<file path="config.mk">
export PLATFORM = sky130hd
export DESIGN_NAME = backup_fsm
export DESIGN_NICKNAME = d
export VERILOG_FILES = /design/src/verilog/cart_pkg.sv /design/src/verilog/backup_fsm.sv
export SDC_FILE = /design/constraint.sdc
export NUM_CORES = 1
export LEC_CHECK = 0
export BUFFER_PORTS_ARGS = -buffer_cell sky130_fd_sc_hd__buf_2
export CAP_MARGIN = 5
export CORE_MARGIN = 5
export CORE_UTILIZATION = 33
export DETAILED_ROUTE_END_ITERATION = 12
export MAX_ROUTING_LAYER = met4
export PLACE_DENSITY = 0.81
export SYNTH_ARGS = -nofsm -noshare
export SYNTH_HDL_FRONTEND = slang
export SYNTH_SLANG_ARGS = --single-unit
</file>
<file path="constraint.sdc">
create_clock -name clk_sys -period 1.65 [get_ports clk_sys]
set_input_delay 0.0825 -clock clk_sys [delete_from_list [all_inputs] [get_ports clk_sys]]
set_output_delay 0.0825 -clock clk_sys [all_outputs]
set_load 0.02 [all_outputs]
</file>
<file path="src/verilog/cart_pkg.sv">
package cart_pkg;

	// --------------------
	// header locations, keys, widths
	// --------------------
	localparam logic [24:0] HDR_TYPE_ADDR  = 25'h146; // mapper code in high byte
	localparam logic [24:0] HDR_SIZE_ADDR  = 25'h148; // {ram size, rom size}
	localparam logic [3:0]  RAM_ENABLE_KEY = 4'hA;    // low nibble unlocks cart ram

	localparam int ROM_WADDR_W = 22; // 512 banks x 8K words
	localparam int CRAM_ADDR_W = 17; // 16 banks x 8 KB

	// mapper codes that come with a battery
	localparam int BATTERY_N = 10;
	localparam logic [BATTERY_N-1:0][7:0] BATTERY_TYPES = {
		8'h03, 8'h06, 8'h09, 8'h0D, 8'h10,
		8'h13, 8'h1B, 8'h1E, 8'h22, 8'hFF
	};

	// --------------------
	// mapper kind and header
	// --------------------
	typedef enum logic [2:0] {
		kind_none,
		kind_mbc1,
		kind_mbc2,
		kind_mbc3,
		kind_mbc5
	} mbc_kind_t;

	typedef struct packed {
		logic [7:0] mbc_type;  // raw 0x147
		logic [7:0] rom_size;  // raw 0x148
		logic [7:0] ram_size;  // raw 0x149
		mbc_kind_t  kind;
		logic [8:0] rom_mask;  // bank mirroring
		logic [3:0] ram_mask;
		logic       battery;
	} cart_hdr_t;

	// --------------------
	// buses
	// --------------------
	typedef struct packed {
		logic        active; // rom image download running
		logic        wr;
		logic [24:0] addr;   // byte address, even
		logic [15:0] data;
	} dl_bus_t;

	typedef struct packed {
		logic [15:0] addr;
		logic        rd;
		logic        wr;
		logic [7:0]  wdata;
	} cpu_bus_t;

	// cpu write byte, two decodes of the same bits
	typedef struct packed {
		logic       msb;  // only mbc5 keeps it
		logic [6:0] low;  // mbc1-3 bank number
	} rom_bank_view_t;

	typedef struct packed {
		logic [3:0] pad;
		logic [3:0] bank; // bit 3 doubles as mbc3 rtc select
	} ram_ctl_view_t;

	typedef union packed {
		rom_bank_view_t rom;
		ram_ctl_view_t  ram;
	} mbc_wdata_u;

endpackage

</file>
<file path="src/verilog/backup_fsm.sv">
module backup_fsm import cart_pkg::*; (
	input  logic      clk_sys,
	input  logic      reset,
	input  logic      dl_active,
	input  logic      img_mounted,
	input  logic      img_readonly,
	input  logic      img_nonzero,
	input  logic      bk_load,
	input  logic      bk_save,
	input  cart_hdr_t hdr,
	input  logic      ram_write,
	input  logic      sd_ack,
	input  logic      last,
	output logic      start,
	output logic      step,
	output logic      sd_rd,
	output logic      sd_wr,
	output logic      bk_busy,
	output logic      sav_pending
);

	typedef enum logic [1:0] {st_idle, st_request, st_wait_done} state_t;

	state_t state;
	logic   old_load, old_save, old_ack, old_dl;
	logic   bk_ena;     // writable save image mounted for this cart
	logic   loading;
	logic   supported;
	logic   load_edge, user_req, auto_load;
	logic   ack_rise, ack_fall;
	logic   new_loading;

	// --------------------
	// edges and status
	// --------------------
	assign load_edge = bk_load & ~old_load;
	assign user_req  = bk_ena & (load_edge | (bk_save & ~old_save));
	assign auto_load = old_dl & ~dl_active & img_nonzero & bk_ena; // end of download
	assign ack_rise  = sd_ack & ~old_ack;
	assign ack_fall  = ~sd_ack & old_ack;
	assign supported = bk_ena & hdr.battery & ((|hdr.ram_size) | (hdr.kind == kind_mbc2));

	assign new_loading = auto_load | load_edge;
	assign start       = (state == st_idle) & (user_req | auto_load);
	assign step        = (state == st_wait_done) & ack_fall & ~last;
	assign bk_busy     = (state != st_idle);

	always_ff @(posedge clk_sys) begin
		if (reset) begin
			old_load    <= 1'b0;
			old_save    <= 1'b0;
			old_ack     <= 1'b0;
			old_dl      <= 1'b0;
			bk_ena      <= 1'b0;
			loading     <= 1'b0;
			sav_pending <= 1'b0;
			sd_rd       <= 1'b0;
			sd_wr       <= 1'b0;
			state       <= st_idle;
		end else begin
			old_load <= bk_load;
			old_save <= bk_save;
			old_ack  <= sd_ack;
			old_dl   <= dl_active;

			if (!old_dl && dl_active)
				bk_ena <= 1'b0;  // new cart, forget the old image
			if (dl_active && img_mounted && !img_readonly)
				bk_ena <= 1'b1;

			if (start)
				sav_pending <= 1'b0;
			else if (ram_write && supported)
				sav_pending <= 1'b1; // unsaved cpu write

			case (state)
				st_idle: begin
					if (start) begin
						loading <= new_loading;
						sd_rd   <= new_loading;
						sd_wr   <= ~new_loading;
						state   <= st_request;
					end
				end
				st_request: begin
					if (ack_rise) begin // host took the request
						sd_rd <= 1'b0;
						sd_wr <= 1'b0;
						state <= st_wait_done;
					end
				end
				default: begin
					if (ack_fall) begin
						if (last)
							state <= st_idle;
						else begin
							sd_rd <= loading;  // next lba, counter steps now
							sd_wr <= ~loading;
							state <= st_request;
						end
					end
				end
			endcase
		end
	end

endmodule

</file>
==> flow_summary.toml <==
[global_routing]
antenna_found_initial = 0
grt_overflow_total = 0
grt_max_degree = 13
grt_pass1_wl_um = 2040
grt_pass1_vias = 530
grt_usage = 0.108

[sta]
timing.fmax_mhz = 689
setup_ws_ps = 199
fin_setup_tns_ps = 0
worstMarginPinSlew_ps = 299
rsz0062_at_grt = "no"
skew_ps = 4.41
finalCritPeriodShare = 0.879
setup_viol = 0
max_slew_margin = 0.800
hold_violations = 0
final-max-slew-violation-count = 0
fin_crit_ps = 1450
hold_ws_ps = 44.5

[synthesis]
synth_compound_area_frac = 0.251
netlist-cell-type-count = 31
netlist_area_um2 = 559
ys_ff_latch = 11
synthTopCellsByArea = "dfxtp_1 (39%), nor2b_1 (6.7%), o32ai_4 (4.9%)"
avgSynthCellArea_um2 = 9.02
synth-xor-area-share = 0
synth-seq-area-share = 0.394
yosys.area_share.simple = 0.268
synth-main-ff-cell = "dfxtp_1"
netlist.area_leader.share = 0.394
synth_top_family_by_area = "simple AND/OR/NAND/NOR gates"
syn_inst = 62
yosysWarnings = 0
synthAdderAreaFrac = 0
async_reset_ff_frac = 0
yosys.area.top_type = "dfxtp_1"
syn_nets = 114
synth_edf_count = 0
yosys-mux-area-fraction = 0.0268

[final_layout]
layout_commonest_cell = "buf_2"
final_cell_mix = "buf_2 (28), dfxtp_1 (11), inv_1 (7)"
nFillCells = 158
final_core_util = 0.476
drive_above_1_share = 0.409
nets = 146
area_growth_pct = 32.7
diodes = 0

[clocking]
insertion_delay_ps = 260
clkTransAtPathRegs_ps = 60
cts_tree = "yes"
cts_setup_buffers = 0
cts.sinks = 11
clockBufferDepth = 2
post_cts_resized = 0
clock-root-buffer = "clkbuf_4"
ctsHtreeMaxLevel = 1
numCtsBuffers = 3
cts_hold_buf = 0

[critical_path]
critPathArrivalTime_ps = 1370
cp.required_ps = 1570
critPathKind = "reg2out"
worstSetupStartpointType = "flip-flop"
crit_fanout = 3
end_kind = "output pin"

[drt]
wl_per_cell_um = 11.0
post_drt_via_cell_ratio = 4.94
drc = 0
antenna_left = 0
vias = 539
drtIter0Drc = 5
routed_wirelength_um = 1200
firstDrtPassIters = 4

[power]
p_total_uw = 787
power_density_nw_per_um2 = 1060
leakage_nw = 0.365
ir_drop_v = 0.000606

[die]
core-area_um2 = 1560
die-width_um = 51.2
std_cell_rows = 14
initial_core_util = 0.359
io_pins = 58
die_h_um = 51.2
die_area_um2 = 2620

[outcome]
status = "finished, final reports clean"

[placement]
place_ws_ps = 253
portBuffers = 28
gp_congestion = 0.722

[worst_hold_path]
hp-class = "in2reg"

[job]
maxCapViolations = 0
cell type report:
cell class                      count  area (um2)  share of cell area
Clock buffer                        4        26.3              0.0354
Inverter                            8        30.0              0.0405
Multi-Input combinational cell     42         305               0.411
Sequential cell                    11         220               0.297
Tap cell                           16        20.0              0.0270
Timing Repair Buffer               28         140               0.189
routing by layer:
layer,vias up,wire length [um],global-route usage
li1,285,-,-
met1,240,488,0.108
met2,12,630,0.178
met3,2,66,0.0494
met4,0,18,0.0538
met5,-,0,-
flip-flops by register name, summed over array words and instances (netlist names):
name	cells
old_save	1
old_dl	1
old_load	1
sd_wr	1
sd_rd	1
old_ack	1
loading	1
bk_ena	1
state	2
sav_pending	1
synth_stat cells (2+ instances only):
cell type and n:
dfxtp_1 11, nor2b_1 6, a21oi_1 5, nand3_1 2
inv_1 7, nor2_1 2, nand2_1 2, nor4_1 2
o21ai_0 2, nor3_1 2
logic make-up after synthesis:
family,count (synthesis)
flops,11
buf+inv,9
compound gates,17
mux,1
simple gates,24
report_power, final:
| part | switching, mW | internal [mW] | leakage (nW) |
|---|---|---|---|
| combinational | 0.145 | 0.132 | 0.260 |
| sequential | 0.0303 | 0.302 | 0.0905 |
| clock | 0.0847 | 0.0935 | 0.0150 |
metrics by stage:
stage	area, um2	std cells
after floorplan	559	62
after global placement	716	105
final	742	109
after detailed placement	716	105
after global routing	742	109
after CTS	742	109
final timing paths:
kind | from | end | slack (ps) | depth (start not counted)
worst max-delay path | old_load$_SDFF_PP0_ | start | 200 | 4
worst min-delay path | bk_save | old_save$_SDFF_PP0_ | 40 | 2
worst min register to register | sd_rd$_SDFFE_PP0P_ | sd_rd$_SDFFE_PP0P_ | 460 | 2
worst max register to register | bk_ena$_SDFFE_PP0P_ | sd_wr$_SDFFE_PP0P_ | 250 | 4
critical path: stages, from the launching register on:
cell,delay (ps)
dfxtp_1,310
nor2b_1,190
o21ai_1,130
a21oi_1,270
buf_2,220
(Power assumes the default switching activity.)
