[src/verilog/cart_pkg.sv]
package cart_pkg;

	// --------------------
	// header locations, keys, widths
	// --------------------
	localparam logic [24:0] HDR_TYPE_ADDR  = 25'h146; // mapper code in high byte
	localparam logic [24:0] HDR_SIZE_ADDR  = 25'h148; // {ram size, rom size}
	localparam logic [3:0]  RAM_ENABLE_KEY = 4'hA;    // low nibble unlocks cart ram

	localparam int ROM_WADDR_W = 22; // 512 banks x 8K words
	localparam int CRAM_ADDR_W = 17; // 16 banks x 8 KB

	// mapper codes that come with a battery
	localparam int BATTERY_N = 10;
	localparam logic [BATTERY_N-1:0][7:0] BATTERY_TYPES = {
		8'h03, 8'h06, 8'h09, 8'h0D, 8'h10,
		8'h13, 8'h1B, 8'h1E, 8'h22, 8'hFF
	};

	// --------------------
	// mapper kind and header
	// --------------------
	typedef enum logic [2:0] {
		kind_none,
		kind_mbc1,
		kind_mbc2,
		kind_mbc3,
		kind_mbc5
	} mbc_kind_t;

	typedef struct packed {
		logic [7:0] mbc_type;  // raw 0x147
		logic [7:0] rom_size;  // raw 0x148
		logic [7:0] ram_size;  // raw 0x149
		mbc_kind_t  kind;
		logic [8:0] rom_mask;  // bank mirroring
		logic [3:0] ram_mask;
		logic       battery;
	} cart_hdr_t;

	// --------------------
	// buses
	// --------------------
	typedef struct packed {
		logic        active; // rom image download running
		logic        wr;
		logic [24:0] addr;   // byte address, even
		logic [15:0] data;
	} dl_bus_t;

	typedef struct packed {
		logic [15:0] addr;
		logic        rd;
		logic        wr;
		logic [7:0]  wdata;
	} cpu_bus_t;

	// cpu write byte, two decodes of the same bits
	typedef struct packed {
		logic       msb;  // only mbc5 keeps it
		logic [6:0] low;  // mbc1-3 bank number
	} rom_bank_view_t;

	typedef struct packed {
		logic [3:0] pad;
		logic [3:0] bank; // bit 3 doubles as mbc3 rtc select
	} ram_ctl_view_t;

	typedef union packed {
		rom_bank_view_t rom;
		ram_ctl_view_t  ram;
	} mbc_wdata_u;

endpackage

[src/verilog/mbc_regs.sv]
module mbc_regs import cart_pkg::*; (
	input  logic                   clk_sys,
	input  logic                   reset,
	input  logic                   dl_active,
	input  cpu_bus_t               cpu,
	input  logic                   cpu_ce,
	input  cart_hdr_t              hdr,
	output logic [ROM_WADDR_W-1:0] rom_word_addr,
	output logic [CRAM_ADDR_W-1:0] cram_addr,
	output logic                   cram_sel,
	output logic                   ram_enabled,
	output logic                   rtc_sel
);

	mbc_wdata_u wd;
	logic [8:0] rom_bank_reg;
	logic [3:0] ram_bank_reg; // 0-15
	logic       mbc1_mode;    // 1 = bank2 passthrough
	logic       rtc_mode;
	logic       ram_enable;
	logic       reg_wr;
	logic [8:0] rom_bank;     // after bank 0 forcing
	logic [8:0] bank;         // final, masked
	logic [1:0] mbc1_bank2;
	logic [3:0] ram_bank;

	assign wd     = cpu.wdata;
	assign reg_wr = cpu_ce & cpu.wr & ~cpu.addr[15]; // 0x0000-0x7fff

	// --------------------
	// register writes
	// --------------------
	always_ff @(posedge clk_sys) begin
		if (reset || dl_active) begin
			rom_bank_reg <= 9'd1;
			ram_bank_reg <= 4'd0;
			mbc1_mode    <= 1'b0;
			rtc_mode     <= 1'b0;
			ram_enable   <= 1'b0;
		end else if (reg_wr) begin
			case (cpu.addr[14:13])
				2'b00: ram_enable <= (wd.ram.bank == RAM_ENABLE_KEY);
				2'b01: begin
					if (hdr.kind == kind_mbc5) begin
						if (cpu.addr[12])
							rom_bank_reg[8] <= wd.rom.low[0]; // 0x3000 high bit
						else
							rom_bank_reg[7:0] <= wd.rom;      // full byte, 0 allowed
					end else if (wd.rom.low == 7'd0)
						rom_bank_reg <= 9'd1;                 // bank 0 reads as 1
					else
						rom_bank_reg <= {2'b00, wd.rom.low};
				end
				2'b10: begin
					if (hdr.kind == kind_mbc3 && wd.ram.bank[3])
						rtc_mode <= 1'b1; // rtc regs, read as zero here
					else if (hdr.kind == kind_mbc5)
						ram_bank_reg <= wd.ram.bank;
					else begin
						rtc_mode     <= 1'b0;
						ram_bank_reg <= {2'b00, wd.ram.bank[1:0]};
					end
				end
				default: begin
					if (hdr.kind == kind_mbc1)
						mbc1_mode <= wd.rom.low[0];
				end
			endcase
		end
	end

	// --------------------
	// address translation
	// --------------------
	// mode 0 ands bank2 with a14, mode 1 passes it everywhere
	assign mbc1_bank2 = ram_bank_reg[1:0] & {2{cpu.addr[14] | mbc1_mode}};
	assign rom_bank   = cpu.addr[14] ? rom_bank_reg : 9'd0; // 0x0000-0x3fff

	always_comb begin
		case (hdr.kind)
			kind_mbc1: begin
				bank     = {2'b00, mbc1_bank2, rom_bank[4:0]} & hdr.rom_mask;
				ram_bank = {2'b00, mbc1_bank2 & hdr.ram_mask[1:0]};
			end
			kind_mbc2: begin
				bank     = {2'b00, rom_bank[6:0]} & hdr.rom_mask; // 16 banks at most
				ram_bank = 4'd0;                                  // 512 x 4 internal
			end
			kind_mbc3: begin
				bank     = {2'b00, rom_bank[6:0]} & hdr.rom_mask;
				ram_bank = {2'b00, ram_bank_reg[1:0] & hdr.ram_mask[1:0]};
			end
			kind_mbc5: begin
				bank     = rom_bank & hdr.rom_mask;
				ram_bank = ram_bank_reg & hdr.ram_mask;
			end
			default: begin
				bank     = {8'd0, cpu.addr[14]}; // no mapper
				ram_bank = 4'd0;
			end
		endcase
	end

	assign rom_word_addr = {bank, cpu.addr[13:1]};     // 8K words per bank
	assign cram_addr     = {ram_bank, cpu.addr[12:0]};
	assign cram_sel      = (cpu.addr[15:13] == 3'b101); // 0xa000-0xbfff
	assign ram_enabled   = ram_enable;
	assign rtc_sel       = rtc_mode;

endmodule

[config.mk]
export PLATFORM = sky130hd
export DESIGN_NAME = mbc_regs
export DESIGN_NICKNAME = d
export VERILOG_FILES = /design/src/verilog/cart_pkg.sv /design/src/verilog/mbc_regs.sv
export SDC_FILE = /design/constraint.sdc
export NUM_CORES = 1
export LEC_CHECK = 0
export BUFFER_PORTS_ARGS = -buffer_cell sky130_fd_sc_hd__clkbuf_2
export CAP_MARGIN = 10
export CORE_UTILIZATION = 32
export DETAILED_ROUTE_END_ITERATION = 16
export PLACE_DENSITY = 0.8
export SLEW_MARGIN = 10
export SYNTH_ARGS = -nofsm -noshare
export SYNTH_HDL_FRONTEND = slang
export SYNTH_SLANG_ARGS = --single-unit
[constraint.sdc]
create_clock -name clk_sys -period 1.32 [get_ports clk_sys]
set_input_delay 0.198 -clock clk_sys [delete_from_list [all_inputs] [get_ports clk_sys]]
set_output_delay 0.198 -clock clk_sys [all_outputs]
set_load 0.02 [all_outputs]
==> run metrics <==
die area 0.003683 mm2; Placer Congestion 0.8493; Setup TNS -1001 ps; Via density 4.843; share of total power in the clock network 0.332; clk slew on worst S/H paths 100 ps; num rows 20; ant diodes 0; clk root buf clkbuf_4; worst endpoint data arrival time 1300 ps; failing checks negative setup slack; Core Footprint 0.003153 mm2; RSZ-0062 raised after global routing yes; Worst path slowest cell dfxtp_2; flops & latches, synth 16; TritonCTS clock tree done; All-Layer GR Usage 0.1505; Setup CP Type flip-flop to primary output; Mapped Area 0.001102 mm2; Sequential Power Share 0.476; Avg WL per Cell 12.30 um; Syn Area/Cell 8.226 um2; ys flop type dfxtp_1; Max IR drop VDD 0.4056 mV; Rel. slew slack 0.7960; Cell Chain, Critical Path nor2_2, nor3_2, a22oi_1, nor2b_2, clkbuf_8; gr ovfl total 0; Iter 0 DRT Violations 15; Worst-Margin Slew 303.2 ps; die width 60.69 um; largest net degree at the start of global routing 14; sequential-to-total area share from yosys stat 0.2906; most common library cell in the layout ignoring fill and taps clkbuf_2; EDFF count, synth 0; CP startpoint kind flip-flop; final setup margin -180.8 ps; synth warn 0; Critical Path Max Stage Delay 350 ps; highest clock rate 666.3 MHz; CP Capture Type primary output; share of flip-flops with an asynchronous set or reset 0; clk_lat worst skew 290 ps; layout cell share with drive strength beyond 1 0.4767; post-route minimum period 1501 ps; Layout area overhead 27.92%; dpl hpwl 2066 um; Final period util 1.137; Pleak 0.6003 nW; nets 244; final count of pins violating max slew 0; Internal 0.7463 mW; sw frac 0.2672; Crit Path Max Fanout 3; Synth Net Count 205; first-pass iteration count of the detailed router 4; final setup fails 12; H-tree depth 1; Psw 0.2721 mW; CTS Buf Count 3; Final Power 1.018 mW; Clock Skew 0 ps; Synth cell types 34; Cells after DPL 211; Max Cap Viol 0; most frequent cells in the layout clkbuf_2 (43), nor2_1 (19), dfxtp_1 (15), buf_4 (13), mux2i_1 (11); CTS Sinks 16; max reg flops 9; Core Util, Final 0.4472; Final Hold Fails 0; initial antenna violation count 0; Cells after Synth 134; first-pass GRT wire length 3939 um; Hold WC Path Type input port to flip-flop; Finished Cell Area 0.001410 mm2; io pins 113; starting density of the core 0.3496; Antenna Nets Post-Route 0; Die Y-Extent 60.69 um; Required @ worst endpoint 1120 ps; final wirelength 2656 um; post-place setup slack -202.1 ps; IO buf count 51; Final Non-Filler Cells 216; Fin Hold WS 151.1 ps; DRC 0; vias in the first global route 939; Clock Tree Buf Depth 2; run status finished, violations left; pwr/cell area 722.2 mW/mm2; hold-fix buffers at CTS 0; via count 1046; Area after DPL 0.001305 mm2; Comb power frac 0.192
-- worst paths after layout --
kind                            slack [ps]                 to            start  depth (start not counted)
worst max-delay path                  -180  rom_word_addr[19]        mbc1_mode                          5
worst min-delay path                   150    rom_bank_reg[5]           cpu[5]                          3
worst max register to register         600    rom_bank_reg[0]  rom_bank_reg[0]                          1
worst min register to register         470    rom_bank_reg[7]  rom_bank_reg[7]                          2
-- power by group through the flow --
stage	logic [mW]	registers (mW)	clock network (mW)
after floorplan	0.182	0.496	0
after detailed placement	0.181	0.496	0
after global placement	0.179	0.496	0
after CTS	0.194	0.485	0.348
final	0.195	0.485	0.338
after global routing	0.211	0.485	0.361
-- worst max-delay path, delay by kind of cell (launching register included) --
kind	cells	cell delay, ps
AO/OA/AOI/OAI	1	210
buffers and inverters	1	150
flip-flops	1	350
AND/OR/NAND/NOR	3	290
-- repair_timing --
action | 4_1_cts | 5_1_grt
gates resized for setup | 19 | 2
setup endpoints to repair | 12 | 13
endpoints found under the hold margin | 0 | 0
pin swaps | 8 | 0
gates cloned | 0 | 0
setup buffers | 1 | 0
-- cell type report --
cell class / instances / area (um2)
multi-input combinational: 86 / 585.6
inverter: 2 / 7.507
tap: 44 / 55.05
clock buffer: 4 / 36.28
timing repair buffer: 64 / 404.1
fill: 328 / 1743
sequential: 16 / 321.6
-- layer usage --
layer / wire (um) / track usage / up-vias
met3: 190 / 0.03625 / 14
met4: 123 / 0.1169 / 0
met2: 1201 / 0.2480 / 44
met1: 1141 / 0.1664 / 471
li1: - / - / 517
met5: 0 / 0 / -
-- synth_stat cells, drive strengths merged (3+ instances only) --
master | n | area [um2]
nor2 | 21 | 78.83
a21oi | 5 | 25.02
mux2i | 11 | 110.1
and3 | 4 | 25.02
buf | 28 | 207.7
nor4 | 3 | 18.77
dfxtp | 16 | 320.3
nand2b | 6 | 45.04
nor3 | 5 | 30.03
nand2 | 6 | 22.52
-- cells by family after synthesis --
| group | share of synthesized area |
|---|---|
| simple gates | 0.3076 |
| flops | 0.2906 |
| xor+xnor | 0.007947 |
| buf+inv | 0.2020 |
| compound gates | 0.09194 |
| mux | 0.09989 |
No activity file was read; power rests on OpenSTA's default activity.
