===== src/verilog/cart_pkg.sv =====
package cart_pkg;

	// --------------------
	// header locations, keys, widths
	// --------------------
	localparam logic [24:0] HDR_TYPE_ADDR  = 25'h146; // mapper code in high byte
	localparam logic [24:0] HDR_SIZE_ADDR  = 25'h148; // {ram size, rom size}
	localparam logic [3:0]  RAM_ENABLE_KEY = 4'hA;    // low nibble unlocks cart ram

	localparam int ROM_WADDR_W = 22; // 512 banks x 8K words
	localparam int CRAM_ADDR_W = 17; // 16 banks x 8 KB

	// mapper codes that come with a battery
	localparam int BATTERY_N = 10;
	localparam logic [BATTERY_N-1:0][7:0] BATTERY_TYPES = {
		8'h03, 8'h06, 8'h09, 8'h0D, 8'h10,
		8'h13, 8'h1B, 8'h1E, 8'h22, 8'hFF
	};

	// --------------------
	// mapper kind and header
	// --------------------
	typedef enum logic [2:0] {
		kind_none,
		kind_mbc1,
		kind_mbc2,
		kind_mbc3,
		kind_mbc5
	} mbc_kind_t;

	typedef struct packed {
		logic [7:0] mbc_type;  // raw 0x147
		logic [7:0] rom_size;  // raw 0x148
		logic [7:0] ram_size;  // raw 0x149
		mbc_kind_t  kind;
		logic [8:0] rom_mask;  // bank mirroring
		logic [3:0] ram_mask;
		logic       battery;
	} cart_hdr_t;

	// --------------------
	// buses
	// --------------------
	typedef struct packed {
		logic        active; // rom image download running
		logic        wr;
		logic [24:0] addr;   // byte address, even
		logic [15:0] data;
	} dl_bus_t;

	typedef struct packed {
		logic [15:0] addr;
		logic        rd;
		logic        wr;
		logic [7:0]  wdata;
	} cpu_bus_t;

	// cpu write byte, two decodes of the same bits
	typedef struct packed {
		logic       msb;  // only mbc5 keeps it
		logic [6:0] low;  // mbc1-3 bank number
	} rom_bank_view_t;

	typedef struct packed {
		logic [3:0] pad;
		logic [3:0] bank; // bit 3 doubles as mbc3 rtc select
	} ram_ctl_view_t;

	typedef union packed {
		rom_bank_view_t rom;
		ram_ctl_view_t  ram;
	} mbc_wdata_u;

endpackage


===== src/verilog/cart_header.sv =====
module cart_header import cart_pkg::*; (
	input  logic      clk_sys,
	input  dl_bus_t   dl,
	output cart_hdr_t hdr
);

	logic [7:0] mbc_type;
	logic [7:0] rom_size;
	logic [7:0] ram_size;

	// grab header words as they stream past
	always_ff @(posedge clk_sys) begin
		if (dl.active && dl.wr) begin
			case (dl.addr)
				HDR_TYPE_ADDR: mbc_type <= dl.data[15:8]; // low byte is sgb flag
				HDR_SIZE_ADDR: {ram_size, rom_size} <= dl.data;
				default: ;
			endcase
		end
	end

	always_comb begin
		hdr = '0;
		hdr.mbc_type = mbc_type;
		hdr.rom_size = rom_size;
		hdr.ram_size = ram_size;

		// mapper from code ranges
		if (mbc_type inside {[8'h01:8'h03]})
			hdr.kind = kind_mbc1;
		else if (mbc_type inside {[8'h05:8'h06]})
			hdr.kind = kind_mbc2;
		else if (mbc_type inside {[8'h0F:8'h13]})
			hdr.kind = kind_mbc3;
		else if (mbc_type inside {[8'h19:8'h1E]})
			hdr.kind = kind_mbc5;
		else
			hdr.kind = kind_none; // plain rom, 32k linear

		for (int i = 0; i < BATTERY_N; i++) begin
			if (mbc_type == BATTERY_TYPES[i])
				hdr.battery = 1'b1;
		end

		case (rom_size)
			8'h00:   hdr.rom_mask = 9'h001; // 2 banks
			8'h01:   hdr.rom_mask = 9'h003;
			8'h02:   hdr.rom_mask = 9'h007;
			8'h03:   hdr.rom_mask = 9'h00F;
			8'h04:   hdr.rom_mask = 9'h01F;
			8'h05:   hdr.rom_mask = 9'h03F;
			8'h06:   hdr.rom_mask = 9'h07F; // 128 banks, 2 MB
			8'h07:   hdr.rom_mask = 9'h0FF;
			8'h08:   hdr.rom_mask = 9'h1FF; // 512 banks, 8 MB
			default: hdr.rom_mask = 9'h07F; // 72/80/96 bank carts mirror at 128
		endcase

		case (ram_size)
			8'h03:   hdr.ram_mask = 4'h3; // 32k, 4 banks
			8'h00, 8'h01, 8'h02: hdr.ram_mask = 4'h0; // one bank or less
			default: hdr.ram_mask = 4'hF; // 128k, 16 banks
		endcase
	end

endmodule


===== config.mk =====
export PLATFORM = sky130hd
export DESIGN_NAME = cart_header
export DESIGN_NICKNAME = d
export VERILOG_FILES = /design/src/verilog/cart_pkg.sv /design/src/verilog/cart_header.sv
export SDC_FILE = /design/constraint.sdc
export NUM_CORES = 1
export LEC_CHECK = 0
export BUFFER_PORTS_ARGS = -buffer_cell sky130_fd_sc_hd__clkbuf_2
export CORE_AREA = 4 4 64 66
export CTS_BUF_LIST = sky130_fd_sc_hd__clkbuf_4
export CTS_CLUSTER_DIAMETER = 150
export DETAILED_ROUTE_END_ITERATION = 16
export DIE_AREA = 0 0 68 70
export PLACE_DENSITY = 0.9
export RECOVER_POWER = 50
export SKIP_LAST_GASP = 1
export SLEW_MARGIN = 0
export SYNTH_ARGS = -nofsm -noshare
export SYNTH_HDL_FRONTEND = slang
export SYNTH_SLANG_ARGS = --single-unit

===== constraint.sdc =====
create_clock -name clk_sys -period 2.8 [get_ports clk_sys]
set_input_delay 0.14 -clock clk_sys [delete_from_list [all_inputs] [get_ports clk_sys]]
set_output_delay 0.14 -clock clk_sys [all_outputs]
set_load 0.02 [all_outputs]

==> reports/summary.txt <==
global-route wire length before repair = 5820 um
Longest Clk Path Bufs = 2
DP Area = 1980 sq um
CP required = 2.66 ns
vias post-DR = 1,406
Net Sw Frac = 0.199
antenna fix cells = 0
Int Power = 660 uW
largest cells by area after synthesis = edfxtp_1, dfxtp_1, mux2i_1, nand2b_1, nor4_1
DR DRC count = 0
WS Path Type = reg -> out
Comb pwr share = 0.074
slew margin rel. = 0.406
post-synthesis adder-cell area fraction = 0
max cap viols = 0
Die Y-Extent = 70 um
area leader, netlist = edfxtp_1
Syn Nets = 171
simple-gate share of the synthesized area = 0.236
clock sink count = 32
Die Footprint = 4760 sq um
via count of the first global-routing pass = 1,350
Hold Crit Depth = 1
P_leak = 0.000791 uW
initial antenna violation count = 0
worst reg2reg path depth = 3
HPWL after DPL = 2820 um
sequential fraction of design power = 0.617
family with the most delay on the worst path = simple AND/OR/NAND/NOR gates
slowest stage delay, CP = 0.71 ns
Worst-Skew Late Latency = 0.32 ns
Max IR drop VDD = 0.221 mV
Clock Pin Slew Worst Setup and Hold Paths = 0.09 ns
share of cells above drive strength 1 = 0.317
Core Rows = 22
GRT Total Usage = 0.160
register area share after synthesis = 0.579
post-route ant nets = 0
largest family of logic cells by synthesized area = simple AND/OR/NAND/NOR gates
worst path bufs/invs = 1
CTS tree = yes
Die W = 68 um
Hold WC Path Type = in -> reg
endpoint class of the critical path = output port
ys flop type = edfxtp_1
Ports = 85
CTS buffer count = 5
reg-to-reg slack, setup = 1.59 ns
Clock Power Share = 0.309
Via density = 5.17
worst flop-to-flop path startpoint = rom_size[1]
Pwr Density = 393 nW/um^2
core footprint = 3580 sq um
synth warn = 0
Pre-antenna DRT Iters = 4
switching pwr = 164 uW
fin area = 2100 sq um
number of enable flip-flop cells after synthesis = 24
Synth top area share = 0.474
# setup viols final = 0
status = finished clean
CP startpoint kind = register
DR iter-0 viols = 48
Hold Startpoint = dl[0]
CTS H-tree lvls = 2
hold worst-path end = rom_size[0]
Synth cell types = 36
post-synthesis compound-gate area fraction = 0.0888
GR Overflow Total = 0
clk_skew = 0.00760 ns
slowest library cell on the worst path = or4b_2
critical path fanouts, max = 11
clock root cell = clkbuf_4
DR WL/cell = 13.8 um
Critical Path AT = 2.11 ns
Cell Area, Synth = 1520 sq um
Area growth, synth to finish = 37.9%
Final #Nets = 267
count of final hold-check violations = 0
Post-CTS Resized = 0
Post-Syn Instances = 127
Setup TNS = 0 ns
total wire length = 3760 um
CP cell instances = or4b_2, o21ai_0, a21oi_1, a31oi_1, clkbuf_2
IO Port Bufs = 83
post-synthesis area per instance = 12.0 sq um
xor and xnor area share after synthesis = 0.00576
post-synthesis register bit count = 32
mux share of post-synthesis cell area = 0.0559
minimum clock period = 2.25 ns
largest net degree at the start of global routing = 17
Tcrit/Tclk final = 0.805
FFs w/ async S/R, synth = 0
initial core utilization = 0.425
Max Slew Vio Count = 0
worst slew pin tran = 0.891 ns
Final Util = 0.586
Max Clk Rate = 444 MHz
RSZ-0062 raised after global routing = no
GPL Wtd Cong = 0.819
-- how the worst max path moves through the flow --
stage	slack, ns	start	cells past startpoint	to
6_report	0.55	mbc_type[0]	5	hdr[0]
5_1_grt	0.44	mbc_type[0]	5	hdr[0]
4_1_cts	0.54	mbc_type[0]	5	hdr[0]
3_5_place_dp	0.93	mbc_type[0]	5	hdr[0]
3_3_place_gp	0.97	mbc_type[0]	5	hdr[0]
2_1_floorplan	0.58	dl[34]	3	ram_size[0]
-- cell usage after synthesis (2+ instances only) --
cell,number
nor4_2,2
nor2b_1,2
mux2i_1,7
nand2b_1,6
dfxtp_1,8
nor4_1,6
buf_4,3
a21o_1,2
nand3_1,2
clkbuf_1,6
nor3b_1,2
edfxtp_1,24
nor4b_1,4
o21ai_0,4
nand2_1,7
nor2_1,7
a31oi_1,3
o21a_1,3
and2_1,2
nor3_1,6
a211oi_1,2
a21oi_1,5
-- cells in the final DEF, fill, tap and decap left out, drive strengths merged, types with 2 or more instances in the layout --
master / netlist / final
and2: 2 / 2
a21o: 2 / 2
o21ai: 4 / 4
nor4b: 4 / 4
a21oi: 5 / 5
dfxtp: 8 / 8
a211oi: 2 / 2
nand2b: 6 / 6
dlygate4sd3: 0 / 12
nor3b: 2 / 2
mux2i: 7 / 7
nand4: 2 / 2
o21a: 3 / 3
nor3: 7 / 7
edfxtp: 24 / 24
nor4: 9 / 9
nand3: 2 / 2
nor2: 7 / 7
nand2: 7 / 7
nor2b: 2 / 2
clkbuf: 6 / 92
a31oi: 3 / 3
-- cell families (layout without fill, tap and decap cells) --
logic type / Yosys count / in the layout
DFF: 32 / 32
buffers and inverters: 10 / 107
AOI/OAI and AO/OA: 21 / 21
other: 1 / 1
xor gates and xnor gates: 1 / 1
muxes: 8 / 8
and+or+nand+nor: 54 / 54
-- power groups by stage --
stage	registers (uW)	clock network, uW	logic, uW
after CTS	508	268	63.1
final	508	255	61.2
after global placement	519	0	49.2
after detailed placement	519	0	51.1
after global routing	508	287	69.3
after floorplan	519	0	13.2
-- area by class of cell --
| class | count | area, sq um |
|---|---|---|
| repair buffers | 98 | 518 |
| inverters | 1 | 3.75 |
| fillers | 327 | 1480 |
| clock inverters | 1 | 3.75 |
| clock buffers | 7 | 52.6 |
| multi-input cells | 85 | 579 |
| flip-flops and latches | 32 | 881 |
| well taps | 48 | 60.1 |
-- stage by stage --
step / std cells / setup WS, ns / total power [uW] / hold WS, ns
after floorplan: 127 / 0.579 / 532 / 0.239
after global placement: 252 / 0.974 / 568 / 0.320
after detailed placement: 252 / 0.928 / 570 / 0.323
after CTS: 271 / 0.541 / 839 / 0.000104
after global routing: 272 / 0.438 / 865 / 0.156
final: 272 / 0.546 / 824 / 0.163
-- per-layer routing --
layer | part of all wire | routed length (um) | global-route usage
met3 | 0.10 | 389 | 0.0386
met1 | 0.38 | 1450 | 0.188
met5 | 0 | 0 | 0
met4 | 0 | 0 | 0.0662
met2 | 0.51 | 1930 | 0.272
-- what timing repair did --
item                                   in CTS  in global routing
buffers inserted                            0                  0
hold buffers                               11                  1
endpoints found under the hold margin      18                  2
Note: power is estimated with default switching activity, not from simulation.
