[src/verilog/backup_pkg.sv]
package backup_pkg;

	// --------------------
	// sector geometry
	// --------------------
	localparam int SECTOR_WORDS = 256;                  // 512 bytes as 16 bit words
	localparam int SECTOR_AW    = $clog2(SECTOR_WORDS); // buffer word address
	localparam int LBA_W        = 32;

	// request side, levels held until ack rises
	typedef struct packed {
		logic             rd;  // load, sd to ram
		logic             wr;  // save, ram to sd
		logic [LBA_W-1:0] lba;
	} sd_req_t;

	// buffer side, driven by the sd host
	typedef struct packed {
		logic                 ack;  // high for the whole sector
		logic [SECTOR_AW-1:0] addr;
		logic                 wr;   // load data strobe
		logic [15:0]          dout;
	} sd_buf_t;

endpackage

[src/verilog/sector_counter.sv]
module sector_counter import backup_pkg::*; (
	input  logic             clk_sys,
	input  logic             reset,
	input  logic             start,
	input  logic             step,
	input  logic [7:0]       ram_size,
	input  logic             is_mbc2,
	output logic [LBA_W-1:0] lba,
	output logic             last
);

	logic [7:0] limit; // index of the final sector

	always_comb begin
		if (is_mbc2)
			limit = 8'd1;            // 512 cells, 1 KB file
		else begin
			case (ram_size)
				8'h01:   limit = 8'd3;   // 2 KB
				8'h02:   limit = 8'd15;  // 8 KB
				8'h03:   limit = 8'd63;  // 32 KB
				default: limit = 8'd255; // 128 KB
			endcase
		end
	end

	always_ff @(posedge clk_sys) begin
		if (reset || start)
			lba <= '0;
		else if (step)
			lba <= lba + 1'b1; // next sector
	end

	assign last = (lba[7:0] >= limit);

endmodule

[config.mk]
export PLATFORM = sky130hd
export DESIGN_NAME = sector_counter
export DESIGN_NICKNAME = d
export VERILOG_FILES = /design/src/verilog/backup_pkg.sv /design/src/verilog/sector_counter.sv
export SDC_FILE = /design/constraint.sdc
export NUM_CORES = 1
export LEC_CHECK = 0
export BUFFER_PORTS_ARGS = -buffer_cell sky130_fd_sc_hd__buf_4
export CORE_UTILIZATION = 45
export DETAILED_ROUTE_END_ITERATION = 6
export GPL_ROUTABILITY_DRIVEN = 0
export HOLD_SLACK_MARGIN = 0.1
export PLACE_DENSITY = 0.77
export SYNTH_ARGS = -nofsm -noshare
export SYNTH_HDL_FRONTEND = slang
export SYNTH_SLANG_ARGS = --single-unit
export TNS_END_PERCENT = 1
[constraint.sdc]
create_clock -name clk_sys -period 5.3 [get_ports clk_sys]
set_input_delay 0.265 -clock clk_sys [delete_from_list [all_inputs] [get_ports clk_sys]]
set_output_delay 0.265 -clock clk_sys [all_outputs]
set_load 0.05 [all_outputs]
==> impl_metrics.py, run 1 <==
metrics = {
    "timing": {
        "min_period_over_period_pct": 43.6,
        "hold_viol": 0,
        "tightest_slew_ps": 593,
        "finClkSkew_ps": 6.89,
        "setup-tns-final_ps": 0,
        "slew_violations": 0,
        "max_clock_freq_ghz": 0.432,
        "period_needed_ps": 2310,
        "slew_headroom_pct": 60.5,
        "rsz0062_at_grt": "false",
        "finalSetupViolCount": 0,
    },
    "clock_tree": {
        "numCtsBuffers": 5,
        "postCtsHoldBufs": 0,
        "clkTransAtPathRegs_ps": 60,
        "cts_root_buf": "clkbuf_8",
        "cts_tree": "yes",
        "clock_path_buffers": 2,
        "clk_latency_ps": 280,
        "post_cts_buffers": 0,
        "cts_resized": 0,
        "htreeDepth": 2,
        "numClockSinks": 32,
    },
    "synthesis": {
        "synth_top_area_share_pct": 37.5,
        "synthFlopType": "dfxtp_1",
        "synthCells": 202,
        "syn_avg_cell_area_um2": 8.45,
        "ys_types": 29,
        "synth-seq-cells": 32,
        "synth_top_area_cell": "dfxtp_1",
        "synth.most_common_cell": "dfxtp_1",
        "syn_area_um2": 1710,
        "netlist_top_cells_count": "32 x dfxtp_1, 21 x a21oi_1, 16 x or4_1",
        "synth_area_leaders": "dfxtp_1 38%, or4_1 7.0%, a21oi_1 6.2%, ha_1 5.9%, o31ai_1 5.7%",
        "ys_seq_area_share_pct": 37.5,
        "synth_warnings": 0,
        "synth-edff-count": 0,
        "synth-async-reset-ratio_pct": 0,
        "syn-num-nets": 223,
    },
    "layout": {
        "antenna_cells": 0,
        "area.growth.synth_to_final_pct": 27.3,
        "nets": 262,
        "layout-drive-gt1-share_pct": 25.2,
        "largest_reg_flops": 32,
        "reg_top3": "lba x32",
        "regMostFlops": "lba",
        "final_cells": 290,
    },
    "route": {
        "num_vias": 1630,
        "wl_per_cell_um": 12.7,
        "vias_per_cell": 5.62,
        "wirelength_mm": 3.69,
        "drc_errors": 0,
        "drt_pass1_iterations": 4,
        "ant_nets": 0,
        "drt_iter0_markers": 77,
    },
    "global_routing": {
        "grt_pass1_vias": 1432,
        "grt_max_degree": 33,
        "grt_remaining_overflow": 0,
        "antenna_found_initial": 0,
        "grt.total_usage_pct": 19.5,
        "grt_pass1_wl_mm": 6.24,
    },
    "worst_setup_path": {
        "crit_type": "input port to output port",
        "cp.required_ps": 5040,
        "critPathArrivalTime_ps": 2050,
        "r2r_start": "lba[7]$_SDFFE_PP0P_",
        "worstSetupEndpointType": "output port",
        "crit_path_start_kind": "input port",
        "worstPathMaxFanout": 3,
        "setup.worst_path.start": "ram_size[5]",
    },
    "pwr": {
        "switching_share_pct": 19.5,
        "total_power_uw": 518,
        "pwr-share-seq_pct": 46.7,
        "power_frac_comb_pct": 4.3,
        "ir_drop_v": 0.000130,
        "p_sw_uw": 101,
        "p_leak_uw": 0.000802,
        "powerDensity_nw_per_um2": 239,
        "p_int_uw": 417,
        "clock_power_share_pct": 49.0,
    },
    "place": {
        "portBuffers": 45,
        "dp_hpwl_mm": 2.59,
        "placed_cells": 282,
    },
    "flow_run": {
        "cap_violations": 0,
    },
    "floorplan": {
        "start_util_pct": 46.6,
        "fp.coreArea_um2": 3660,
        "die_x_um": 63.6,
        "ioPinCount": 46,
        "fp.dieH_um": 63.6,
        "die_area_um2": 4040,
        "fp-row-count": 22,
    },
    "worst_hold_path": {
        "hold_start": "step",
        "hold_path.class": "input port to flop",
    },
    "status": {
        "outcome": "completed",
    },
}
cell usage in the layout, fill, tap and decap left out, types with 2 or more instances in the layout:
cell	count
or3_1	7
dfxtp_1	32
o31ai_1	13
buf_4	45
xnor2_1	9
nor2_1	14
a31o_2	2
clkbuf_8	7
nor4_1	5
or4_1	16
xor2_1	4
nand4_1	10
or2_2	3
a21oi_1	21
inv_1	5
nor3_1	4
a21o_1	4
nand2_1	12
o21ai_0	7
nand3_1	6
ha_1	8
layer usage:
metal | global-route usage, % | vias to the layer above | part of all wire, % | wire length (um)
met5 | 0 | - | 0 | 0
met3 | 5.43 | 7 | 3.8 | 139
met1 | 24.6 | 755 | 48 | 1790
met4 | 8.81 | 0 | 1.8 | 67
li1 | - | 839 | - | -
met2 | 30.7 | 29 | 46 | 1690
power groups by stage:
| stage | combinational (uW) | clock, uW | sequential [uW] |
|---|---|---|---|
| detailed placement | 22.8 | 0 | 247 |
| CTS | 22.9 | 260 | 242 |
| global route | 24.8 | 270 | 242 |
| floorplan | 11.2 | 0 | 249 |
| global placement | 22.5 | 0 | 247 |
| finish | 22.5 | 254 | 242 |
cell type report:
type,count,area [um2]
Inverter,5,18.8
Timing Repair Buffer,45,338
Fill cell,343,1490
Tap cell,48,60.1
Sequential cell,32,641
Clock buffer,7,96.3
Clock inverter,1,30.0
Multi-Input combinational cell,152,988
final timing paths:
kind | end | slack [ps] | depth (start not counted)
hold reg to reg | lba[20]$_SDFFE_PP0P_ | 500 | 2
setup reg to reg | lba[22]$_SDFFE_PP0P_ | 3040 | 4
setup / recovery | last | 2990 | 9
hold / removal | lba[0]$_SDFFE_PP0P_ | 300 | 3
kinds of logic (layout without fill, tap and decap cells):
logic type,after synthesis,in the layout,share of synthesized area [%]
buf+inv,18,58,4.55
flops,32,32,37.5
xor+xnor,13,13,6.67
simple gates,82,82,27.5
mux,1,1,0.587
fa+ha+maj,8,8,5.87
compound gates,48,48,17.3
stage by stage:
stage	instance area (um2)	worst slack (ps)	hold slack, ps	util [%]
finish	2170	2990	304	59.3
global route	2170	2840	324	59.3
CTS	2170	2980	303	59.3
detailed placement	2050	2990	488	55.9
global placement	2050	3020	479	55.9
floorplan	1710	2680	589	-
worst max-delay path, cell delays in order:
cell and delay, ps:
buf_4 110, nor4_1 430, a31o_2 250, ha_1 240, a21o_1 180, a21o_1 170
a21oi_1 130, o21ai_0 90, buf_4 190
No activity file was read; power rests on OpenSTA's default activity.
==> run 2: changes to the inputs <==
Settings changed: PLACE_DENSITY 0.77 to 0.8.
Clock period 5.3 ns to 1.9 ns, I/O delays scaled along.
==> impl_metrics.py, run 2 (synthesis gave the netlist of run 1 again) <==
metrics = {
    "status": {
        "outcome": "finished, violations left",
        "violations": "negative setup slack",
    },
    "layout": {
        "area.growth.synth_to_final_pct": 43.0,
        "final_common_cell": "buf_4",
        "final_cell_mix": "64 x buf_4, 17 x a21oi_1, 16 x dfxtp_4",
        "nets": 282,
        "antenna_cells": 0,
        "reg_top3": "lba x32",
        "largest_reg_flops": 32,
        "final_cells": 310,
        "layout-drive-gt1-share_pct": 44.7,
        "fin_area_um2": 2440,
        "regMostFlops": "lba",
    },
    "pwr": {
        "ir_drop_v": 0.000390,
        "powerDensity_nw_per_um2": 533,
        "total_power_uw": 1300,
        "p_leak_uw": 0.000921,
    },
    "worst_setup_path": {
        "critPathArrivalTime_ps": 2110,
        "cpMaxStageDelayCell": "or4_4",
        "path_cells": "nand4_1 > or4_4 > or4_4 > a21oi_2",
        "rrSetupSlack_ps": -7,
        "cpMostUsedCell": "or4_4",
        "crit_path_start_kind": "flop",
        "slowest_delay_ps": 640,
        "cp.required_ps": 2110,
        "timing.critical_path.buf_inv": 0,
        "crit_type": "flop to flop",
        "worstPathMaxFanout": 16,
        "worstSetupEndpointType": "flop",
        "cp_top_family": "simple AND/OR/NAND/NOR gates",
    },
    "global_routing": {
        "grt_pass1_wl_mm": 7.21,
        "grt_remaining_overflow": 0,
        "grt.total_usage_pct": 22.9,
        "grt_max_degree": 33,
        "grt_pass1_vias": 1627,
        "antenna_found_initial": 0,
    },
    "timing": {
        "slew_violations": 0,
        "setup_ws_ps": -7.08,
        "slew_headroom_pct": 56.1,
        "min_period_over_period_pct": 100,
        "tightest_slew_ps": 658,
        "whs_ps": 180,
        "period_needed_ps": 1910,
        "hold_viol": 0,
        "max_clock_freq_ghz": 0.524,
        "finalSetupViolCount": 1,
        "finClkSkew_ps": 6.33,
        "rsz0062_at_grt": "true",
    },
    "place": {
        "place_area_um2": 2300,
        "dp_hpwl_mm": 3.06,
        "portBuffers": 45,
        "placed_cells": 303,
    },
    "clock_tree": {
        "numCtsBuffers": 5,
        "htreeDepth": 2,
        "clock_path_buffers": 2,
        "numClockSinks": 32,
        "clkTransAtPathRegs_ps": 70,
        "postCtsHoldBufs": 0,
        "post_cts_buffers": 0,
        "cts_tree": "yes",
        "cts_root_buf": "clkbuf_8",
        "clk_latency_ps": 280,
    },
    "floorplan": {
        "die_area_um2": 4040,
        "ioPinCount": 46,
        "fp.dieH_um": 63.6,
        "die_x_um": 63.6,
        "fp-row-count": 22,
        "fp.coreArea_um2": 3660,
        "start_util_pct": 46.6,
    },
    "worst_hold_path": {
        "hold_path.class": "input port to flop",
    },
    "route": {
        "drt_iter0_markers": 78,
        "vias_per_cell": 5.70,
        "drc_errors": 0,
        "drt_pass1_iterations": 4,
        "num_vias": 1766,
        "wirelength_mm": 4.32,
        "wl_per_cell_um": 13.9,
        "ant_nets": 0,
    },
    "flow_run": {
        "cap_violations": 0,
    },
}
run 2: cell types whose count changed in the layout (fill, tap and decap cells not counted), sizes merged:
cell | previous run | this run
buf | 45 | 65
bufinv | 1 | 0
clkbuf | 7 | 8
run 2: metal layers:
metal	vias up	routed length, um	global-route usage, %
met3	7	192	5.80
met2	41	2150	38.3
met5	-	0	0
met4	0	56	7.10
met1	838	1920	28.7
li1	880	-	-
run 2: timing repair:
item / CTS / global route
gates cloned: 0 / 0
setup endpoints to repair: 7 / 11
pin swaps: 3 / 4
hold endpoints to repair: 0 / 0
resized for setup: 3 / 9
run 2: per-stage QoR:
stage	util [%]	setup WS, ps	TNS (ps)
floorplan	-	-124	-499
global placement	62.8	2.20	0
detailed placement	62.8	-58.1	-167
CTS	65.8	-33.7	-103
global route	66.6	-84.4	-478
finish	66.6	-7.08	-7.08
run 2: final cells by class:
class,instances,area (um2)
Clock buffer,8,100
Fill cell,315,1220
Inverter,5,18.8
Multi-Input combinational cell,152,1050
Sequential cell,32,714
Tap cell,48,60.1
Timing Repair Buffer,65,492
run 2: worst register-to-register path: cells and delay by family (launching register included):
kind | cells | cell delay (ps)
AO/OA/AOI/OAI | 1 | 130
AND/OR/NAND/NOR | 3 | 1320
flip-flops | 1 | 370
run 2: report_power, final:
part	total, uW	internal, uW	switching [uW]
logic	73.6	33.5	40.1
clock network	573	330	243
registers	653	650	2.22
total	1300	1010	285
run 2: path summary, 6_finish.rpt:
check,from,endpoint,cells past startpoint
setup / recovery,lba[11]$_SDFFE_PP0P_,lba[20]$_SDFFE_PP0P_,4
hold / removal,step,lba[0]$_SDFFE_PP0P_,3
setup reg to reg,lba[11]$_SDFFE_PP0P_,lba[20]$_SDFFE_PP0P_,4
hold reg to reg,lba[31]$_SDFFE_PP0P_,lba[31]$_SDFFE_PP0P_,2
==> run 3: changes to the inputs <==
Settings changed: ABC_AREA set to 1, CTS_CLUSTER_DIAMETER set to 200, PLACE_DENSITY 0.8 to 0.78.
==> impl_metrics.py, run 3 <==
metrics = {
    "timing": {
        "finalSetupViolCount": 0,
        "min_period_over_period_pct": 91.7,
        "setup_ws_ps": 157,
        "setup-tns-final_ps": 0,
        "tightest_slew_ps": 351,
        "rsz0062_at_grt": "false",
        "finClkSkew_ps": 5.60,
        "hold_viol": 0,
        "period_needed_ps": 1740,
        "max_clock_freq_ghz": 0.574,
        "slew_headroom_pct": 76.6,
        "slew_violations": 0,
    },
    "layout": {
        "final_cell_mix": "76 x nand2_1, 61 x nor2_1, 47 x buf_4",
        "reg_top3": "lba x32",
        "largest_reg_flops": 32,
        "antenna_cells": 0,
        "area.growth.synth_to_final_pct": 23.5,
        "layout-drive-gt1-share_pct": 25.1,
        "fin_area_um2": 2630,
        "final_common_cell": "nand2_1",
        "regMostFlops": "lba",
        "utilization_pct": 59.2,
        "nFillCells": 433,
        "nets": 402,
    },
    "worst_setup_path": {
        "critPathArrivalTime_ps": 1650,
        "crit_type": "flop to output port",
        "rr_endpoint": "lba[20]$_SDFFE_PP0P_",
        "path_cells": "ha_1 > a21oi_1 > o21ai_0 > nand4_1 > o211ai_1 > buf_4",
        "worstPathMaxFanout": 6,
        "rrSetupSlack_ps": 260,
        "r2r_start": "lba[1]$_SDFFE_PP0P_",
        "cp.required_ps": 1800,
        "worstSetupEndpointType": "output port",
        "reg2reg_depth": 7,
        "crit_path_start_kind": "flop",
        "slowest_delay_ps": 460,
        "cpMaxStageDelayCell": "dfxtp_1",
    },
    "global_routing": {
        "grt_remaining_overflow": 0,
        "grt_pass1_vias": 1913,
        "grt.total_usage_pct": 22.4,
        "antenna_found_initial": 0,
        "grt_max_degree": 23,
        "grt_pass1_wl_mm": 8.85,
    },
    "synthesis": {
        "syn-num-nets": 352,
        "synth-async-reset-ratio_pct": 0,
        "synth_top_area_share_pct": 30.1,
        "syn_area_um2": 2130,
        "synth-seq-cells": 32,
        "synth_warnings": 0,
        "syn_avg_cell_area_um2": 6.44,
        "ys_seq_area_share_pct": 30.1,
        "synth_top_area_cell": "dfxtp_1",
        "synth-edff-count": 0,
        "synthCells": 331,
        "netlist_top_cells_count": "76 x nand2_1, 61 x nor2_1, 36 x inv_1",
        "synth_area_leaders": "dfxtp_1 30%, nand2_1 13%, nor2_1 11%, inv_1 6.3%, nor2_4 5.8%",
        "synth.most_common_cell": "nand2_1",
        "synthFlopType": "dfxtp_1",
        "ys_types": 26,
    },
    "worst_hold_path": {
        "whs_path_depth": 3,
        "hold_path.class": "input port to flop",
        "hold_start": "step",
        "whs_endpoint": "lba[1]$_SDFFE_PP0P_",
    },
    "flow_run": {
        "cap_violations": 0,
    },
    "floorplan": {
        "die_area_um2": 5010,
        "ioPinCount": 46,
        "fp-row-count": 24,
        "start_util_pct": 47.9,
        "die_x_um": 70.8,
        "fp.coreArea_um2": 4440,
        "fp.dieH_um": 70.8,
    },
    "clock_tree": {
        "clock_path_buffers": 2,
        "postCtsHoldBufs": 0,
        "clk_latency_ps": 290,
        "cts_root_buf": "clkbuf_8",
        "numCtsBuffers": 5,
        "numClockSinks": 32,
        "cts_tree": "yes",
        "clkTransAtPathRegs_ps": 70,
        "post_cts_buffers": 0,
        "htreeDepth": 2,
    },
    "place": {
        "portBuffers": 45,
        "dp_hpwl_mm": 3.99,
        "place_area_um2": 2530,
        "pre_cts_slack_ps": 29.7,
    },
    "pwr": {
        "powerDensity_nw_per_um2": 499,
        "ir_drop_v": 0.000333,
        "total_power_uw": 1310,
        "p_leak_uw": 0.00103,
    },
    "route": {
        "vias_per_cell": 5.08,
        "drt_iter0_markers": 153,
        "wirelength_mm": 5.21,
        "drt_pass1_iterations": 6,
        "ant_nets": 0,
        "drc_errors": 8,
        "wl_per_cell_um": 12.0,
        "num_vias": 2204,
    },
    "status": {
        "outcome": "finished, violations left",
        "violations": "design-rule violations",
    },
}
[run 3: cell count changes in the layout (fill, tap and decap cells not counted), moves of 12 or more]
cell and change:
inv_1 +30, dfxtp_1 +27, dfxtp_4 -16, o31ai_1 -13, nand2_1 +64, or4_1 -12
buf_4 -17, nor2_1 +47, nand3_1 +15
[run 3: worst max-delay path, delay by kind of cell, from the launching register on]
family                   cells  cell delay (ps)
AO/OA/AOI/OAI                3              330
flip-flops                   1              460
AND/OR/NAND/NOR              1               80
buffers and inverters        1              200
adder cells (fa/ha/maj)      1              300
[run 3: cells by family (layout without fill, tap and decap cells)]
kind of cell | after synthesis | after routing | synth area share (%)
buffers and inverters | 43 | 94 | 7.75
DFF | 32 | 32 | 30.1
AOI/OAI and AO/OA | 29 | 29 | 6.99
and+or+nand+nor | 214 | 214 | 48.4
xor gates and xnor gates | 5 | 5 | 2.06
adders and majority gates | 8 | 8 | 4.70
[run 3: routing by layer]
metal | GRT usage (%) | wire length, um | vias to the layer above | part of all wire (%)
met5 | 0 | 0 | - | 0
met4 | 9.56 | 88 | 0 | 1.7
met3 | 3.70 | 279 | 7 | 5.4
met2 | 35.1 | 2390 | 58 | 46
met1 | 30.5 | 2450 | 978 | 47
li1 | - | - | 1161 | -
[run 3: stage by stage]
stage | instances | hold WS, ps
after CTS | 434 | 131
after global routing | 434 | 145
after floorplan | 331 | 286
after global placement | 426 | 438
final | 434 | 138
after detailed placement | 426 | 442
[run 3: final cells by class]
cell class | count | area [um2] | area share, %
inverter | 39 | 146 | 5.56
clock inverter | 2 | 10.0 | 0.380
timing repair buffer | 47 | 353 | 13.4
tap | 52 | 65.1 | 2.47
clock buffer | 6 | 82.6 | 3.14
sequential | 32 | 641 | 24.3
multi-input combinational | 256 | 1340 | 50.7
[run 3: worst max-delay path by stage]
| stage | startpoint | endpoint | slack [ps] |
|---|---|---|---|
| after floorplan | lba[4]$_SDFFE_PP0P_ | last | 20 |
| after global placement | ram_size[3] | last | 110 |
| after detailed placement | ram_size[3] | last | 30 |
| after CTS | ram_size[3] | last | 30 |
| after global routing | ram_size[3] | last | 30 |
| final | lba[3]$_SDFFE_PP0P_ | last | 160 |
[run 3: power by group]
| group | switching, uW | internal (uW) | leakage [uW] |
|---|---|---|---|
| clock network | 269 | 289 | 0.0000510 |
| logic | 46.7 | 36.6 | 0.000717 |
| registers | 1.20 | 672 | 0.000258 |
[run 3: timing repair]
action | in CTS | in global routing
setup endpoints to repair | 0 | 1
resized for setup | 0 | 3
endpoints found under the hold margin | 0 | 0
